<file path="src/source/pattern_link_settings.svh">
// raster geometry and lock length for the training link; sizes must fit the 12-bit counters
`ifndef PATTERN_LINK_SETTINGS_SVH
`define PATTERN_LINK_SETTINGS_SVH

// horizontal timing, in pixel clocks
`define H_ACTIVE        16  // visible pixels per line
`define H_TOTAL         24  // full line period
`define H_FRONT_PORCH   2   // gap after active before hsync
`define H_SYNC          3   // hsync width

// vertical timing, in lines
`define V_ACTIVE        4   // visible lines per frame
`define V_TOTAL         8   // full frame period
`define V_FRONT_PORCH   1   // gap after active before vsync
`define V_SYNC          2   // vsync height

// lock detector
`define LOCK_RUN        6   // consecutive idle words before match

`endif

</file>
<file path="src/source/training_pkg.sv">
// training word types; the word is four 2-bit lanes, lane 3 in the top bits
package training_pkg;

    // lane geometry of the pixel word
    localparam int LANES   = 4;             // lanes per word
    localparam int LANE_W  = 2;             // bits per lane symbol
    localparam int WORD_W  = LANES * LANE_W;  // pixel word width

    // idle symbol sent on every active pixel before match
    localparam logic [WORD_W-1:0] IDLE_WORD = 8'b10_10_01_01;

    // one pixel word, read as a count or as lane symbols
    typedef union packed {
        logic [WORD_W-1:0]            raw;    // walking count value
        logic [LANES-1:0][LANE_W-1:0] lanes;  // lane 3 down to lane 0
    } pattern_word_u;

    // pixel on the link, valid marks active raster positions
    typedef struct packed {
        logic          valid;  // active pixel qualifier
        pattern_word_u word;   // payload
    } pixel_beat_t;

    // lock detector states
    typedef enum logic [1:0] {
        HUNT   = 2'd0,  // waiting for first idle word
        RUN    = 2'd1,  // counting a run of idle words
        LOCKED = 2'd2   // checking the walking count
    } lock_state_e;

endpackage

</file>
<file path="src/source/video_timing_pkg.sv">
// raster types only; geometry lives in the settings header, counts limited to 12 bits
package video_timing_pkg;

    // pixel and line counter width
    localparam int COUNT_W = 12;  // covers rasters up to 4095 per axis

    // unsigned pixel or line count
    typedef logic [COUNT_W-1:0] count_t;

    // raster qualifiers, all registered at the source
    typedef struct packed {
        logic fv;     // frame valid, lines 0..V_ACTIVE+1
        logic lv;     // line valid, active pixels only
        logic hsync;  // horizontal sync pulse
        logic vsync;  // vertical sync pulse
    } video_sync_t;

endpackage

</file>
<file path="src/source/lock_detector.sv">
// locks on a run of idle words, then checks the count; lane_err is sticky until reset
`timescale 1ns/1ns

`include "pattern_link_settings.svh"

module lock_detector
    import training_pkg::*;
(
    input  logic             clk,
    input  logic             rstn_cnt,
    input  pixel_beat_t      rx_beat,
    output logic             data_matched,
    output logic [LANES-1:0] lane_err
);

    localparam int RUN_W = $clog2(`LOCK_RUN + 1);  // run counter width
    localparam pattern_word_u IDLE_REF = IDLE_WORD;  // idle word viewed as lanes

    lock_state_e      state;      // detector FSM
    logic [RUN_W-1:0] run_cnt;    // idle words seen in this run
    pattern_word_u    exp_word;   // next expected count
    logic             cnt_seen;   // first count word arrived since lock
    logic [LANES-1:0] idle_diff;  // lanes off the idle word
    logic [LANES-1:0] lane_diff;  // lanes off the expected count
    logic             rx_idle;    // beat is a clean idle word

    // per-lane compare against both references
    for (genvar i = 0; i < LANES; i++) begin : g_lane
        assign idle_diff[i] = (rx_beat.word.lanes[i] != IDLE_REF.lanes[i]);
        assign lane_diff[i] = (rx_beat.word.lanes[i] != exp_word.lanes[i]);
    end

    assign rx_idle = ~|idle_diff;

    always_ff @(posedge clk or negedge rstn_cnt) begin
        if (!rstn_cnt) begin
            state        <= HUNT;
            run_cnt      <= '0;
            exp_word     <= '0;
            cnt_seen     <= 1'b0;
            data_matched <= 1'b0;
            lane_err     <= '0;
        end else if (rx_beat.valid) begin
            case (state)
                HUNT: begin
                    if (rx_idle) begin
                        state   <= RUN;
                        run_cnt <= RUN_W'(1);  // this word opens the run
                    end
                end
                RUN: begin
                    if (!rx_idle) begin
                        state   <= HUNT;  // run broken
                        run_cnt <= '0;
                    end else if (run_cnt == RUN_W'(`LOCK_RUN - 1)) begin
                        state        <= LOCKED;
                        run_cnt      <= '0;
                        data_matched <= 1'b1;
                        exp_word     <= '0;  // count starts at zero
                        cnt_seen     <= 1'b0;
                    end else begin
                        run_cnt <= run_cnt + 1'b1;
                    end
                end
                LOCKED: begin
                    // idle words still in the loopback are let through until
                    // the first count word comes back
                    if (cnt_seen || !rx_idle) begin
                        if (lane_diff == '0) begin
                            exp_word.raw <= exp_word.raw + 1'b1;
                            cnt_seen     <= 1'b1;
                        end else begin
                            lane_err     <= lane_err | lane_diff;  // sticky
                            data_matched <= 1'b0;
                            state        <= HUNT;
                            cnt_seen     <= 1'b0;
                        end
                    end
                end
                default: state <= HUNT;
            endcase
        end else begin
            exp_word <= '0;  // blanking restarts the next line at zero
        end
    end

endmodule

</file>
<file path="src/source/pattern_link_top.sv">
// link training source; rx_beat must be tx_beat looped back outside, a few clocks late
`timescale 1ns/1ns

module pattern_link_top
    import video_timing_pkg::*;
    import training_pkg::*;
(
    input  logic             clk,
    input  logic             rstn_cnt,
    input  pixel_beat_t      rx_beat,
    output video_sync_t      sync,
    output pixel_beat_t      tx_beat,
    output logic             data_matched,
    output logic [LANES-1:0] lane_err
);

    // raster source
    video_timing_gen u_timing (
        .clk      (clk),
        .rstn_cnt (rstn_cnt),
        .sync     (sync)
    );

    // pixel words on the raster
    training_pattern_gen u_pattern (
        .clk          (clk),
        .rstn_cnt     (rstn_cnt),
        .sync         (sync),
        .data_matched (data_matched),  // fed back from the detector
        .tx_beat      (tx_beat)
    );

    // checks the returned words
    lock_detector u_lock (
        .clk          (clk),
        .rstn_cnt     (rstn_cnt),
        .rx_beat      (rx_beat),
        .data_matched (data_matched),
        .lane_err     (lane_err)
    );

endmodule

</file>
<file path="src/source/training_pattern_gen.sv">
// idle word until match, then a per-line walking count; count wraps at 8 bits
`timescale 1ns/1ns

module training_pattern_gen
    import video_timing_pkg::*;
    import training_pkg::*;
(
    input  logic        clk,
    input  logic        rstn_cnt,
    input  video_sync_t sync,
    input  logic        data_matched,
    output pixel_beat_t tx_beat
);

    logic dm_q;        // data_matched one clock late
    logic dm_rise;     // match just declared
    logic line_start;  // first active pixel of a line

    assign dm_rise    = data_matched & ~dm_q;
    // tx_beat.valid is sync.lv one clock late, so it doubles as the lv history
    assign line_start = sync.lv & ~tx_beat.valid;

    // edge history
    always_ff @(posedge clk or negedge rstn_cnt) begin
        if (!rstn_cnt) begin
            dm_q <= 1'b0;
        end else begin
            dm_q <= data_matched;
        end
    end

    // outgoing pixel, one clock behind the raster flags
    always_ff @(posedge clk or negedge rstn_cnt) begin
        if (!rstn_cnt) begin
            tx_beat <= '0;
        end else begin
            tx_beat.valid <= sync.lv;
            if (!sync.lv) begin
                tx_beat.word.raw <= '0;  // blanking carries zero
            end else if (!data_matched) begin
                tx_beat.word.raw <= IDLE_WORD;  // training idle
            end else if (dm_rise || line_start) begin
                tx_beat.word.raw <= '0;  // count restart
            end else begin
                tx_beat.word.raw <= tx_beat.word.raw + 1'b1;  // walk
            end
        end
    end

endmodule

</file>
<file path="src/source/video_timing_gen.sv">
// free-running raster from the settings macros; no blanking control, frame never stalls
`timescale 1ns/1ns

`include "pattern_link_settings.svh"

module video_timing_gen
    import video_timing_pkg::*;
(
    input  logic        clk,
    input  logic        rstn_cnt,
    output video_sync_t sync
);

    // counter limits as count_t
    localparam count_t H_LAST    = count_t'(`H_TOTAL - 1);  // last pixel of a line
    localparam count_t V_LAST    = count_t'(`V_TOTAL - 1);  // last line of a frame
    localparam count_t H_ACT     = count_t'(`H_ACTIVE);
    localparam count_t V_ACT     = count_t'(`V_ACTIVE);
    localparam count_t HS_START  = count_t'(`H_ACTIVE + `H_FRONT_PORCH);  // hsync after this
    localparam count_t HS_END    = count_t'(`H_ACTIVE + `H_FRONT_PORCH + `H_SYNC);
    localparam count_t VS_START  = count_t'(`V_ACTIVE + `V_FRONT_PORCH);  // vsync from here
    localparam count_t VS_END    = count_t'(`V_ACTIVE + `V_FRONT_PORCH + `V_SYNC);
    localparam count_t FV_LAST   = count_t'(`V_ACTIVE + 1);  // fv spans one extra line

    count_t      pix_cnt;    // pixel within line
    count_t      line_cnt;   // line within frame
    logic        pix_wrap;   // last pixel of line
    logic        line_wrap;  // last line of frame
    video_sync_t sync_nxt;   // decoded flags before the register

    assign pix_wrap  = (pix_cnt == H_LAST);
    assign line_wrap = (line_cnt == V_LAST);

    // raster counters
    always_ff @(posedge clk or negedge rstn_cnt) begin
        if (!rstn_cnt) begin
            pix_cnt  <= '0;
            line_cnt <= '0;
        end else begin
            pix_cnt <= pix_wrap ? '0 : pix_cnt + 1'b1;  // steps every clock
            if (pix_wrap) begin
                line_cnt <= line_wrap ? '0 : line_cnt + 1'b1;  // steps at end of line
            end
        end
    end

    // decode the four flags from the current count
    always_comb begin
        sync_nxt.lv    = (pix_cnt > '0) && (pix_cnt <= H_ACT)
                      && (line_cnt > '0) && (line_cnt <= V_ACT);  // 1-based active area
        sync_nxt.fv    = (line_cnt <= FV_LAST);  // line 0 is counted as lead-in
        sync_nxt.hsync = (pix_cnt > HS_START) && (pix_cnt <= HS_END);
        sync_nxt.vsync = (line_cnt >= VS_START) && (line_cnt < VS_END);
    end

    // registered sync, one cycle behind the counters
    always_ff @(posedge clk or negedge rstn_cnt) begin
        if (!rstn_cnt) begin
            sync <= '0;
        end else begin
            sync <= sync_nxt;
        end
    end

endmodule

</file>
<file path="config.mk">
export PLATFORM = sky130hd
export DESIGN_NAME = pattern_link_top
export DESIGN_NICKNAME = d
export VERILOG_FILES = /design/src/source/training_pkg.sv /design/src/source/video_timing_pkg.sv /design/src/source/lock_detector.sv /design/src/source/pattern_link_top.sv /design/src/source/training_pattern_gen.sv /design/src/source/video_timing_gen.sv
export VERILOG_INCLUDE_DIRS = /design/src /design/src/source
export SDC_FILE = /design/constraint.sdc
export NUM_CORES = 1
export LEC_CHECK = 0
export ABC_AREA = 1
export CORE_ASPECT_RATIO = 0.8
export CORE_MARGIN = 8
export CORE_UTILIZATION = 65
export DETAILED_ROUTE_END_ITERATION = 10
export DONT_BUFFER_PORTS = 1
export PLACE_DENSITY = 0.92
export RECOVER_POWER = 50
export SYNTH_ARGS = -nofsm -noshare
export SYNTH_HDL_FRONTEND = slang
export SYNTH_HIERARCHICAL = 1
export SYNTH_SLANG_ARGS = --single-unit
</file>
<file path="constraint.sdc">
create_clock -name clk -period 2.31 [get_ports clk]
set_clock_uncertainty 0.1 [all_clocks]
set_input_delay 0.462 -clock clk [delete_from_list [all_inputs] [get_ports clk]]
set_output_delay 0.462 -clock clk [all_outputs]
set_load 0.03 [all_outputs]
</file>
### Word level (Yosys, flattened, before mapping)

Index checks and enable logic that the tools add are counted.

* logic and storage cells: 108
* output and inout bits: 18
* input bits: 11
* register bits: 57

* equality and inequality tests: 24
* $lt $le $gt $ge: 9
* reductions and logical operators: 18
* bitwise gates (word level): 6
* multiplexer cells: 31
* $add $sub $neg: 5

Operators with widths (count)
* 2-to-1 mux 8 bit: 8
* adder 12 x 1 -> 12 bit (second input constant): 2
* greater-than comparator 12 x 1 -> 1 bit (second input constant): 2
* <= comparator 12 x 3 -> 1 bit (second input constant): 2
* <= comparator 12 x 5 -> 1 bit (second input constant): 2
* 2-to-1 mux 12 bit: 2
* adder 8 x 1 -> 8 bit (second input constant): 2
* one-hot mux 8 bit (2 select lines): 1
* AND reduction 5 bit: 3
* equality test 12 x 3 -> 1 bit (second input constant): 1
* equality test 12 x 5 -> 1 bit (second input constant): 1
* >= comparator 12 x 3 -> 1 bit (second input constant): 1
* greater-than comparator 12 x 5 -> 1 bit (second input constant): 1
* < comparator 12 x 3 -> 1 bit (second input constant): 1
* 2-to-1 mux 2 bit: 5
* != test 2 bit (second input constant): 5
* 2-to-1 mux 3 bit: 3
* != test 3 x 2 -> 1 bit (second input constant): 3
* 2-to-1 mux 1 bit: 8
* != test 2 x 1 -> 1 bit (second input constant): 4
* != test 2 bit: 4
* != test 3 x 1 -> 1 bit (second input constant): 2
* one-hot mux 2 bit (3 select lines): 1
* one-hot mux 3 bit (2 select lines): 1
* other kinds (18): 28

### Longest topological paths before layout

Gate-level depths: netlist of the first run.

* depth after elaboration: 6
* mapped depth: 10
* mapped depth without buffers: 10

### Cells and area by module

The synthesis of the first run kept the hierarchy.

By module, submodules not included
* video_timing_gen: area each 1685.4 sq um, times used 1, cells an instance 234
* lock_detector: area each 1266.2 sq um, times used 1, cells an instance 175
* training_pattern_gen: area each 495.5 sq um, times used 1, cells an instance 51

### Worst setup path before layout of the first run

OpenSTA, ideal clock, no wires.

* path kind: input to register
* start point: input port rx_beat[4] (netlist bit)
* end point: register u_lock/exp_word[0] (netlist bit)
* required time: 2092 ps
* data arrival time: 1299 ps
* stages on the path: 10
* setup time: 118 ps
* setup slack: 793 ps
* cells stage by stage: inv_1 -> nand2_1 -> nor2_1 -> nand2_2 -> nand2_1 -> nand2_2 -> nor2_8 -> nand2_4 -> nand3_1 -> nand2_1

* longest elaborated chain between the ends: 5
* elaborated cells on any way between the ends: 9

RTL lines
* start: declaration: RTL line pattern_link_top.sv:10 `input pixel_beat_t rx_beat,`
* != test 2 bit: RTL line lock_detector.sv:29 `assign idle_diff[i] = (rx_beat.word.lanes[i] != IDLE_REF.lanes[i]);`
* OR reduction 4 bit: RTL line lock_detector.sv:33 `assign rx_idle = ~|idle_diff;`
* logical OR 1 bit: RTL line lock_detector.sv:68 `if (cnt_seen || !rx_idle) begin`
* != test 3 x 2 -> 1 bit (no line)
* AND reduction 5 bit (no line) (*)
* end: declaration: RTL line lock_detector.sv:21 `pattern_word_u exp_word;`

Every way passes the cells marked *; elsewhere a longest branch is shown, timed or not.
A chain may end at the register's enable or synchronous reset.

### Worst setup path in the final report of the first run

* start point: register u_timing.pix_cnt[0]
* end point: register u_timing.line_cnt[8]

* longest elaborated chain between the ends: 1

RTL lines
* start: declaration: RTL line video_timing_gen.sv:25 `count_t pix_cnt;`
* start signal: assignment: RTL line video_timing_gen.sv:40 `pix_cnt <= pix_wrap ? '0 : pix_cnt + 1'b1;`
* equality test 12 x 5 -> 1 bit: RTL line video_timing_gen.sv:31 `assign pix_wrap = (pix_cnt == H_LAST);`
* end signal: assignment: RTL line video_timing_gen.sv:42 `line_cnt <= line_wrap ? '0 : line_cnt + 1'b1;`
* end: declaration: RTL line video_timing_gen.sv:26 `count_t line_cnt;`

No other way between the ends.

==> results of run 1 <==
## cells in the final DEF, fill, tap and decap left out, types with 5 or more instances in the layout
cell type and instances:
inv_2 6, nand3_1 46, xor2_1 10, nor2_1 51, xnor2_1 7, nand2_1 131
nand2_2 5, inv_1 54, nor2_2 8, o21ai_0 11, ha_1 10, nand3_2 6
clkbuf_8 13, nand4_1 12, dfrtp_1 57, a21oi_1 9
## sequential cells by signal, summed over array words and instances (netlist names)
register,count
u_lock/exp_word,8
u_pattern/dm_q,1
u_lock/data_matched,1
u_timing/pix_cnt,12
u_lock/state,2
u_lock/lane_err,4
u_lock/cnt_seen,1
u_pattern/tx_beat,9
u_lock/run_cnt,3
u_timing/line_cnt,12
u_timing/sync,4
## report_power, final
group / total, mW / internal [mW] / leakage, nW / switching, mW
clock network: 0.870 / 0.503 / 0.102 / 0.367
logic: 0.330 / 0.103 / 0.987 / 0.227
registers: 1.11 / 1.03 / 0.753 / 0.0740
total: 2.31 / 1.64 / 1.84 / 0.669
## routing by layer
metal	up-vias	track usage
li1	1471	-
met1	1414	0.223
met2	127	0.315
met3	16	0.0627
met4	0	0.0739
met5	-	0
## per-stage QoR
stage / util / instances / power, mW / instance area [µm²]
floorplan: - / 460 / 1.36 / 3450
finish: 0.733 / 535 / 2.31 / 3710
global placement: 0.689 / 517 / 1.41 / 3490
global route: 0.733 / 535 / 2.42 / 3710
CTS: 0.734 / 535 / 2.33 / 3720
detailed placement: 0.689 / 517 / 1.42 / 3490
## worst max path at each step
stage / slack (ns) / from / cells after the start / endpoint
global route: 0.34 / u_timing/pix_cnt[0] / 8 / u_timing/line_cnt[6]
floorplan: 0.79 / rx_beat[4] / 10 / u_lock/exp_word[0]
global placement: 0.64 / u_timing/pix_cnt[0] / 8 / u_timing/line_cnt[11]
detailed placement: 0.56 / u_timing/pix_cnt[0] / 8 / u_timing/line_cnt[4]
CTS: 0.55 / u_timing/pix_cnt[0] / 8 / u_timing/line_cnt[4]
finish: 0.51 / u_timing/pix_cnt[0] / 8 / u_timing/line_cnt[8]
## synthesized netlist by cell type (3+ instances only)
| cell | number |
|---|---|
| a21oi_1 | 9 |
| xor2_1 | 10 |
| nor3_1 | 3 |
| nand3_2 | 6 |
| dfrtp_1 | 57 |
| nor3b_1 | 3 |
| xnor2_1 | 7 |
| inv_2 | 6 |
| o21ai_1 | 3 |
| nor2_2 | 9 |
| nand2_1 | 130 |
| nand4_1 | 12 |
| nor2_1 | 50 |
| nand2_2 | 6 |
| nand3_1 | 46 |
| clkinv_1 | 3 |
| o21ai_0 | 11 |
| inv_1 | 54 |
| ha_1 | 10 |
## kinds of logic (layout without fill, tap and decap cells)
family | Yosys count | after routing | share of synthesized area
adders and majority gates | 10 | 10 | 0.0363
xor gates and xnor gates | 17 | 17 | 0.0432
and+or+nand+nor | 278 | 278 | 0.378
AOI/OAI and AO/OA | 30 | 30 | 0.0501
DFF | 57 | 57 | 0.414
buffers and inverters | 68 | 81 | 0.0788
## area by class of cell
class                           instances  area, µm²
Tap cell                               62       77.6
Clock buffer                           14        183
Inverter                               63        236
Fill cell                             378       1350
Sequential cell                        57       1430
Clock inverter                          2       10.0
Timing Repair Buffer                    2       37.5
Multi-Input combinational cell        335       1740
==> impl_metrics.ini, run 1 <==
[yosys]
post_synth_num_cell_types = 37
synth_top_cell_area_share = 0.414
async_reset_ff_frac = 1.00
avgSynthCellArea_um2 = 7.49
synth_edf_count = 0
yosysWarningCount = 6
flop_and_latch_count_out_of_synthesis = 57
ys_dominant_reg_cell = dfrtp_1
netlist_area_mm2 = 0.00345
ys_seq_area_frac = 0.414
synth.largest_area_cell = dfrtp_1
synth.top_cells.by_area = dfrtp_1 41%, nand2_1 14%, nand3_1 6.7%
syn_inst = 460
synthesized_nets = 481

[worst_setup_path]
worstPathRequired_ns = 2.43
cp_cell_sequence = ha_1 -> nand2_1 -> nor2_2 -> nand3_2 -> nor2_4 -> inv_2 -> nand2_1 -> nand2_1
critical_path_buf_inv_count = 1
critical_path_arrival_ns = 1.92
rr_startpoint = u_timing/pix_cnt[0]
r2r_setup_slack_ns = 0.51
crit_path_frequent_cell = nand2_1
worst_setup_path_start_kind = register
crit_path_max_fanout = 19
crit_path_top_delay_cell = dfrtp_1
timing.critical_path.max_delay_family = simple AND/OR/NAND/NOR gates
timing.rr.end = u_timing/line_cnt[8]
timing.critical_path.slowest_cell_delay_ns = 0.42
r2r.worst_path.cells = 8
endpoint_kind = register
crit_path_class = register to register

[global_routing]
largest_net_degree_at_the_start_of_global_routing = 58
first_pass_grt_wire_length_mm = 12.3
grt_util_all_layers = 0.188
grt_overflow_total = 0
antenna_found_initial = 0
first_global_vias = 2790

[cts]
clock-root-buffer = clkbuf_8
cts_inserted_buffers = 9
tritoncts_clock_tree = done
cts_sinks = 57
cts-htree-levels = 3
postcts_resize_cnt = 0
insertion_delay_ns = 0.33
postCtsSetupRepairBufs = 0
cts_hold_buffers = 2
cts_max_path_buffers = 2
cts.clk_slew.worst_paths_ns = 0.06

[routing]
met1Wirelength_mm = 3.17
antenna_left = 0
route.detailed.wl_per_inst_um = 13.8
drt_drc_violations_left = 0
wl_met3_um = 541
routed_via_density = 5.66
drt_pre_antenna_iters = 5
route.top_layer_used = met4
drt_iter0_drc = 194
vias_post_dr = 3028
wl_met2_mm = 3.52
wirelength_mm = 7.38

[sta]
timing_hold_violations_final = 0
finalHoldWorstSlack_ns = 0.167
timing.final.crit_share = 0.780
postLayoutSetupSlackWorst_ns = 0.508
max_freq_mhz = 555
setup_viol_count_final = 0
layout_min_cycle_time_ns = 1.80
max-slew-margin-rel = 0.626
worstMarginPinSlew_ns = 0.561
setup-tns-final_ns = 0
grt_setup_unrepaired = false
final-max-slew-violation-count = 0

[floorplan]
placeableCoreArea_mm2 = 0.00506
io_pins = 29
die_w_um = 97.4
floorplan.initialDensity = 0.681
fp.dieArea_mm2 = 0.00790
floorplan.die.height_um = 81.1
row_cnt = 23

[power]
cellPowerDensity_mw_per_mm2 = 621
ir_worst_vdd_uv = 784
leakagePower_nw = 1.84

[hold_path]
worstHoldPathCells = 2
hold_end = u_lock/exp_word[3]
min_path_type = input port to register
hold_path.startpoint = rx_beat[8]

[job]
max-cap-violations = 0

[final_layout]
area.growth.synth_to_final_pct = 7.77
layout-drive-gt1-share = 0.116
layout.nets = 489
antenna_cells_inserted = 0

[place]
globalplace.congestion = 0.837
io_buffers = 0
detailedPlacementHpwl_mm = 5.31
place_worst_setup_slack_ns = 0.562

[status]
run_status = finished, final reports clean
(Power assumes the default switching activity.)
==> run 2, diff against run 1 <==
--- a/config.mk
+++ b/config.mk
@@ -9,10 +9,10 @@
 export ABC_AREA = 1
 export CORE_ASPECT_RATIO = 0.8
 export CORE_MARGIN = 8
-export CORE_UTILIZATION = 65
+export CORE_UTILIZATION = 64
 export DETAILED_ROUTE_END_ITERATION = 10
 export DONT_BUFFER_PORTS = 1
-export PLACE_DENSITY = 0.92
+export PLACE_DENSITY = 0.91
 export RECOVER_POWER = 50
 export SYNTH_ARGS = -nofsm -noshare
 export SYNTH_HDL_FRONTEND = slang
==> constraint.sdc (replaced) <==
create_clock -name clk -period 1.7 [get_ports clk]
set_clock_uncertainty 0.1 [all_clocks]
set_input_delay 0.34 -clock clk [delete_from_list [all_inputs] [get_ports clk]]
set_output_delay 0.34 -clock clk [all_outputs]
set_load 0.03 [all_outputs]
==> run 2 against run 1 <==
Compared with the run above:
- the run now ends with negative hold slack, negative setup slack left
- setup slack got worse by 0.57 ns
- core utilization decreased by 0.72 points
- non-clock buffer count increased by 17
- clock-buffer cell count unchanged
- critical path depth increased by 1
- largest cell class unchanged
- largest power group unchanged
==> impl_metrics.ini, run 2 (synthesis gave the netlist of run 1 again) <==
[status]
run_status = finished, violations left
violations = negative hold slack, negative setup slack

[global_routing]
gr-max-usage-layer = met2
groute.layer.met1.usage = 0.218
antenna_found_initial = 0
grt_util_all_layers = 0.197
grt_overflow_total = 0
first_pass_grt_wire_length_mm = 12.6
grtUsageMet2 = 0.336
largest_net_degree_at_the_start_of_global_routing = 58
first_global_vias = 2879
gr-usage-met3 = 0.0737

[routing]
route.detailed.wl_per_inst_um = 14.9
wirelength_mm = 8.25
vias_post_dr = 3180
drt_pre_antenna_iters = 5
antenna_left = 0
routed_via_density = 5.73
drt_iter0_drc = 318
drt_drc_violations_left = 0

[final_layout]
postLayoutCellArea_mm2 = 0.00386
antenna_cells_inserted = 0
largestRegisters = u_timing/line_cnt: 12 flops, u_timing/pix_cnt: 12 flops, u_pattern/tx_beat: 9 flops
finish.utilization = 0.726
layout-drive-gt1-share = 0.165
most-common-layout-cells = 131 x nand2_1, 55 x inv_1, 49 x dfrtp_1, 48 x nor2_1, 47 x nand3_1
layout.nets = 506
fin_cells = 555
most_frequent_standard_cell_in_the_layout_excluding_fill_and_tap_cells = nand2_1
area.growth.synth_to_final_pct = 12.0

[sta]
layout_min_cycle_time_ns = 1.76
final-max-slew-violation-count = 0
setup-tns-final_ns = -0.0946
timing_hold_violations_final = 57
timing.final.crit_share = 1.03
max-slew-margin-rel = 0.682
setup_viol_count_final = 4
max_freq_mhz = 569
worstMarginPinSlew_ns = 0.477
finalHoldWorstSlack_ns = -0.418
postLayoutSetupSlackWorst_ns = -0.0570

[worst_setup_path]
timing.critical_path.slowest_cell_delay_ns = 0.44
timing.critical_path.max_delay_family = simple AND/OR/NAND/NOR gates
crit_path_top_delay_cell = dfrtp_2
crit_path_max_fanout = 6
endpoint_kind = register
critical_path_arrival_ns = 1.94
r2r.worst_path.cells = 9
timing.rr.end = u_lock/exp_word[7]
rr_startpoint = u_lock/exp_word[6]
worst_setup_path_start_kind = register
crit_path_class = register to register
startpoint = u_lock/exp_word[6]
critical_path_buf_inv_count = 2
cp_cell_sequence = inv_1 -> or2_1 -> nand3_2 -> nor2_4 -> nand3_4 -> nand2_4 -> buf_2 -> nand3_1 -> nand2_1
r2r_setup_slack_ns = -0.06
worstPathRequired_ns = 1.88

[cts]
cts_max_path_buffers = 2
cts-htree-levels = 3
insertion_delay_ns = 0.35
cts_sinks = 57
cts.clk_slew.worst_paths_ns = 0.07
tritoncts_clock_tree = done
clock-root-buffer = clkbuf_8
cts_inserted_buffers = 9

[floorplan]
die_w_um = 98.1
floorplan.initialDensity = 0.649
floorplan.die.height_um = 81.6
io_pins = 29
fp.dieArea_mm2 = 0.00800
placeableCoreArea_mm2 = 0.00532
row_cnt = 24

[place]
placement.cell_area_mm2 = 0.00357
io_buffers = 0
place.detailed.instances = 530
detailedPlacementHpwl_mm = 5.35
globalplace.congestion = 0.924

[power]
ir_worst_vdd_uv = 470
cellPowerDensity_mw_per_mm2 = 848
leakagePower_nw = 1.91

[hold_path]
min_path_type = input port to asynchronous set/reset pin

[job]
max-cap-violations = 0
==> run 2: cell types whose count changed in the layout (fill, tap and decap cells not counted), sizes merged <==
cell,change
dlygate4sd3,-1
buf,+17
clkbuf,+1
==> run 2: repair_timing <==
action / CTS / global route
hold endpoints to repair: 57 / 57
resized for setup: 0 / 17
setup endpoints to repair: 0 / 11
buffers inserted: 0 / 9
==> run 2: worst max path at each step <==
stage                               to  slack, ns  cells past startpoint
finish              u_lock/exp_word[7]      -0.06                      9
global route        u_lock/exp_word[7]      -0.11                      8
CTS                 u_lock/exp_word[0]       0.04                      8
detailed placement     u_lock/state[0]       0.04                      8
global placement    u_lock/exp_word[5]       0.16                      8
floorplan           u_lock/exp_word[0]       0.25                      8
==> run 2: layout make-up <==
type	count	area, µm²
clock buffers	14	183
clock inverters	2	10.0
fillers	377	1460
inverters	63	236
multi-input cells	335	1780
flip-flops and latches	57	1440
well taps	65	81.3
repair buffers	19	136
==> run 2: power by group <==
| group | switching [mW] | internal, mW | leakage [nW] |
|---|---|---|---|
| Clock | 0.530 | 0.683 | 0.102 |
| Combinational | 0.399 | 0.200 | 1.07 |
| Sequential | 0.0529 | 1.41 | 0.741 |
==> run 2: metal layers <==
| metal | vias to the layer above | part of all wire |
|---|---|---|
| met5 | - | 0 |
| met4 | 0 | 0.040 |
| met3 | 44 | 0.084 |
| met2 | 166 | 0.49 |
| met1 | 1470 | 0.39 |
| li1 | 1500 | - |
==> run 2: worst register-to-register path, delay by kind of cell (launching register included) <==
kind / cells / cell delay [ns]
buf+inv: 2 / 0.28
flops: 1 / 0.44
simple gates: 7 / 0.87
==> run 2: stage by stage <==
| step | setup WS, ns | total power [mW] |
|---|---|---|
| after floorplan | 0.254 | 1.85 |
| after global placement | 0.158 | 1.94 |
| after detailed placement | 0.0393 | 1.98 |
| after CTS | 0.0419 | 3.19 |
| after global routing | -0.114 | 3.40 |
| final | -0.0570 | 3.27 |
==> run 3, diff against run 2 <==
--- a/config.mk
+++ b/config.mk
@@ -8,7 +8,6 @@
 export LEC_CHECK = 0
 export ABC_AREA = 1
 export CORE_ASPECT_RATIO = 0.8
-export CORE_MARGIN = 8
 export CORE_UTILIZATION = 64
 export DETAILED_ROUTE_END_ITERATION = 10
 export DONT_BUFFER_PORTS = 1
==> run 3 against run 2 <==
Compared with the run above:
- the run ends with design-rule violations, negative hold slack left
- sequential share of layout area grew 0.32 points
- final cell count is 2.5% lower
- flip-flop and latch count is the same
- setup slack improved by 0.12 ns
- die area decreased by 29%
- first-iteration DRC count decreased by 12%
- global-route usage up 6.6 points
- combinational power fell by 9.3%
- clock-buffer cell count fell by 3
- largest cell class unchanged
==> impl_metrics.ini, run 3 (synthesis gave the netlist of run 1 again) <==
[status]
run_status = finished, violations left
violations = design-rule violations, negative hold slack

[sta]
finalHoldWorstSlack_ns = -0.403
setup-tns-final_ns = 0
max-slew-margin-rel = 0.668
max_freq_mhz = 612
grt_setup_unrepaired = true
final-max-slew-violation-count = 0
timing.final.crit_share = 0.962
setup_viol_count_final = 0
layout_min_cycle_time_ns = 1.64
worstMarginPinSlew_ns = 0.498
timing_hold_violations_final = 57

[cts]
cts_sinks = 57
clock-root-buffer = clkbuf_8
insertion_delay_ns = 0.33
tritoncts_clock_tree = done
cts.clk_slew.worst_paths_ns = 0.07
cts_inserted_buffers = 9
cts_max_path_buffers = 2
cts-htree-levels = 3

[worst_setup_path]
crit_path_max_fanout = 8
timing.critical_path.slowest_cell_delay_ns = 0.45
endpoint = u_lock/exp_word[3]
timing.rr.end = u_lock/exp_word[3]
worstPathRequired_ns = 1.82
crit_path_class = register to register
worst_setup_path_start_kind = register
r2r.worst_path.cells = 8
rr_startpoint = u_lock/exp_word[0]
r2r_setup_slack_ns = 0.06
crit_path_top_delay_cell = dfrtp_2
timing.critical_path.max_delay_family = simple AND/OR/NAND/NOR gates
critical_path_cell_count = 8
critical_path_buf_inv_count = 0
startpoint = u_lock/exp_word[0]
cp_cell_sequence = xnor2_1 -> nand2_1 -> nor2_2 -> nand3_2 -> nand2_4 -> nand2_4 -> nand3_1 -> nand2_1
critical_path_arrival_ns = 1.75
endpoint_kind = register

[routing]
vias_post_dr = 3038
drt_pre_antenna_iters = 8
wirelength_mm = 7.14
antenna_left = 0
routed_via_density = 5.62
drt_iter0_drc = 279
drt_drc_violations_left = 6
route.detailed.wl_per_inst_um = 13.2

[final_layout]
most-common-layout-cells = 130 x nand2_1, 54 x inv_1, 49 x dfrtp_1, 48 x nor2_1, 46 x nand3_1
antenna_cells_inserted = 0
fin_cells = 541
total_area_of_multi_input_combinational_cells_mm2 = 0.00177
most_frequent_standard_cell_in_the_layout_excluding_fill_and_tap_cells = nand2_1
layout.nets = 495
layout-drive-gt1-share = 0.157
area.growth.synth_to_final_pct = 11.0
filler_cell_count = 352
regArea_mm2 = 0.00144
largestRegisters = u_timing/line_cnt: 12 flops, u_timing/pix_cnt: 12 flops, u_pattern/tx_beat: 9 flops

[global_routing]
antenna_found_initial = 0
first_pass_grt_wire_length_mm = 11.7
grt_util_all_layers = 0.263
first_global_vias = 2856
grt_overflow_total = 0
largest_net_degree_at_the_start_of_global_routing = 58

[power]
leakagePower_nw = 1.88
cellPowerDensity_mw_per_mm2 = 892
finalPower_mw = 3.41
ir_worst_vdd_uv = 599

[place]
detailedPlacementHpwl_mm = 5.02
globalplace.congestion = 0.897
place.detailed.instances = 523
io_buffers = 0

[floorplan]
placeableCoreArea_mm2 = 0.00509
io_pins = 29
row_cnt = 23
floorplan.initialDensity = 0.677
fp.dieArea_mm2 = 0.00569
floorplan.die.height_um = 67.6
die_w_um = 84.1

[job]
max-cap-violations = 0

[hold_path]
min_path_type = input port to asynchronous set/reset pin
run 3: per-layer routing:
layer | vias to the layer above | GRT usage | share of wire | wire length, µm
met5 | - | 0 | 0 | 0
met4 | 0 | 0.136 | 0.015 | 106
met1 | 1427 | 0.312 | 0.43 | 3060
met3 | 13 | 0.0672 | 0.064 | 457
met2 | 121 | 0.453 | 0.49 | 3510
li1 | 1477 | - | - | -
run 3: per-stage QoR:
step	utilization	setup slack (ns)	cell area (µm²)	hold slack, ns
floorplan	-	0.254	3450	-0.0556
global placement	0.696	0.127	3550	-0.0540
detailed placement	0.696	0.0266	3550	-0.0545
CTS	0.741	0.0156	3780	-0.422
global route	0.751	-0.0328	3830	-0.424
finish	0.751	0.0649	3830	-0.403
run 3: worst min path at each step:
stage	startpoint	endpoint	slack [ns]	cells after the start
2_1_floorplan	rstn_cnt	u_lock/cnt_seen	-0.06	0
3_3_place_gp	rstn_cnt	u_timing/pix_cnt[0]	-0.05	0
3_5_place_dp	rstn_cnt	u_timing/pix_cnt[1]	-0.05	0
4_1_cts	rstn_cnt	u_timing/line_cnt[2]	-0.42	0
5_1_grt	rstn_cnt	u_timing/sync[2]	-0.42	0
6_report	rstn_cnt	u_timing/line_cnt[2]	-0.40	0
run 3: layout make-up:
class / count / share of cell area
sequential: 57 / 0.375
clock inverter: 5 / 0.0203
timing repair buffer: 8 / 0.0212
inverter: 63 / 0.0618
multi-input combinational: 335 / 0.462
tap: 62 / 0.0203
clock buffer: 11 / 0.0396
run 3: what timing repair did:
| item | CTS | global route |
|---|---|---|
| hold endpoints to repair | 57 | 57 |
| setup endpoints to repair | 0 | 13 |
| buffers inserted | 0 | 2 |
| gates resized for setup | 0 | 13 |
run 3: where the power goes:
part / switching (mW) / internal, mW / leakage (nW)
clock: 0.524 / 0.899 / 0.115
combinational: 0.358 / 0.186 / 1.02
sequential: 0.0428 / 1.40 / 0.740
total: 0.925 / 2.49 / 1.88
run 3: worst reg2reg max path, stage by stage (launching register included):
cell,delay (ns)
dfrtp_2,0.45
xnor2_1,0.19
nand2_1,0.11
nor2_2,0.15
nand3_2,0.15
nand2_4,0.15
nand2_4,0.09
nand3_1,0.08
nand2_1,0.06
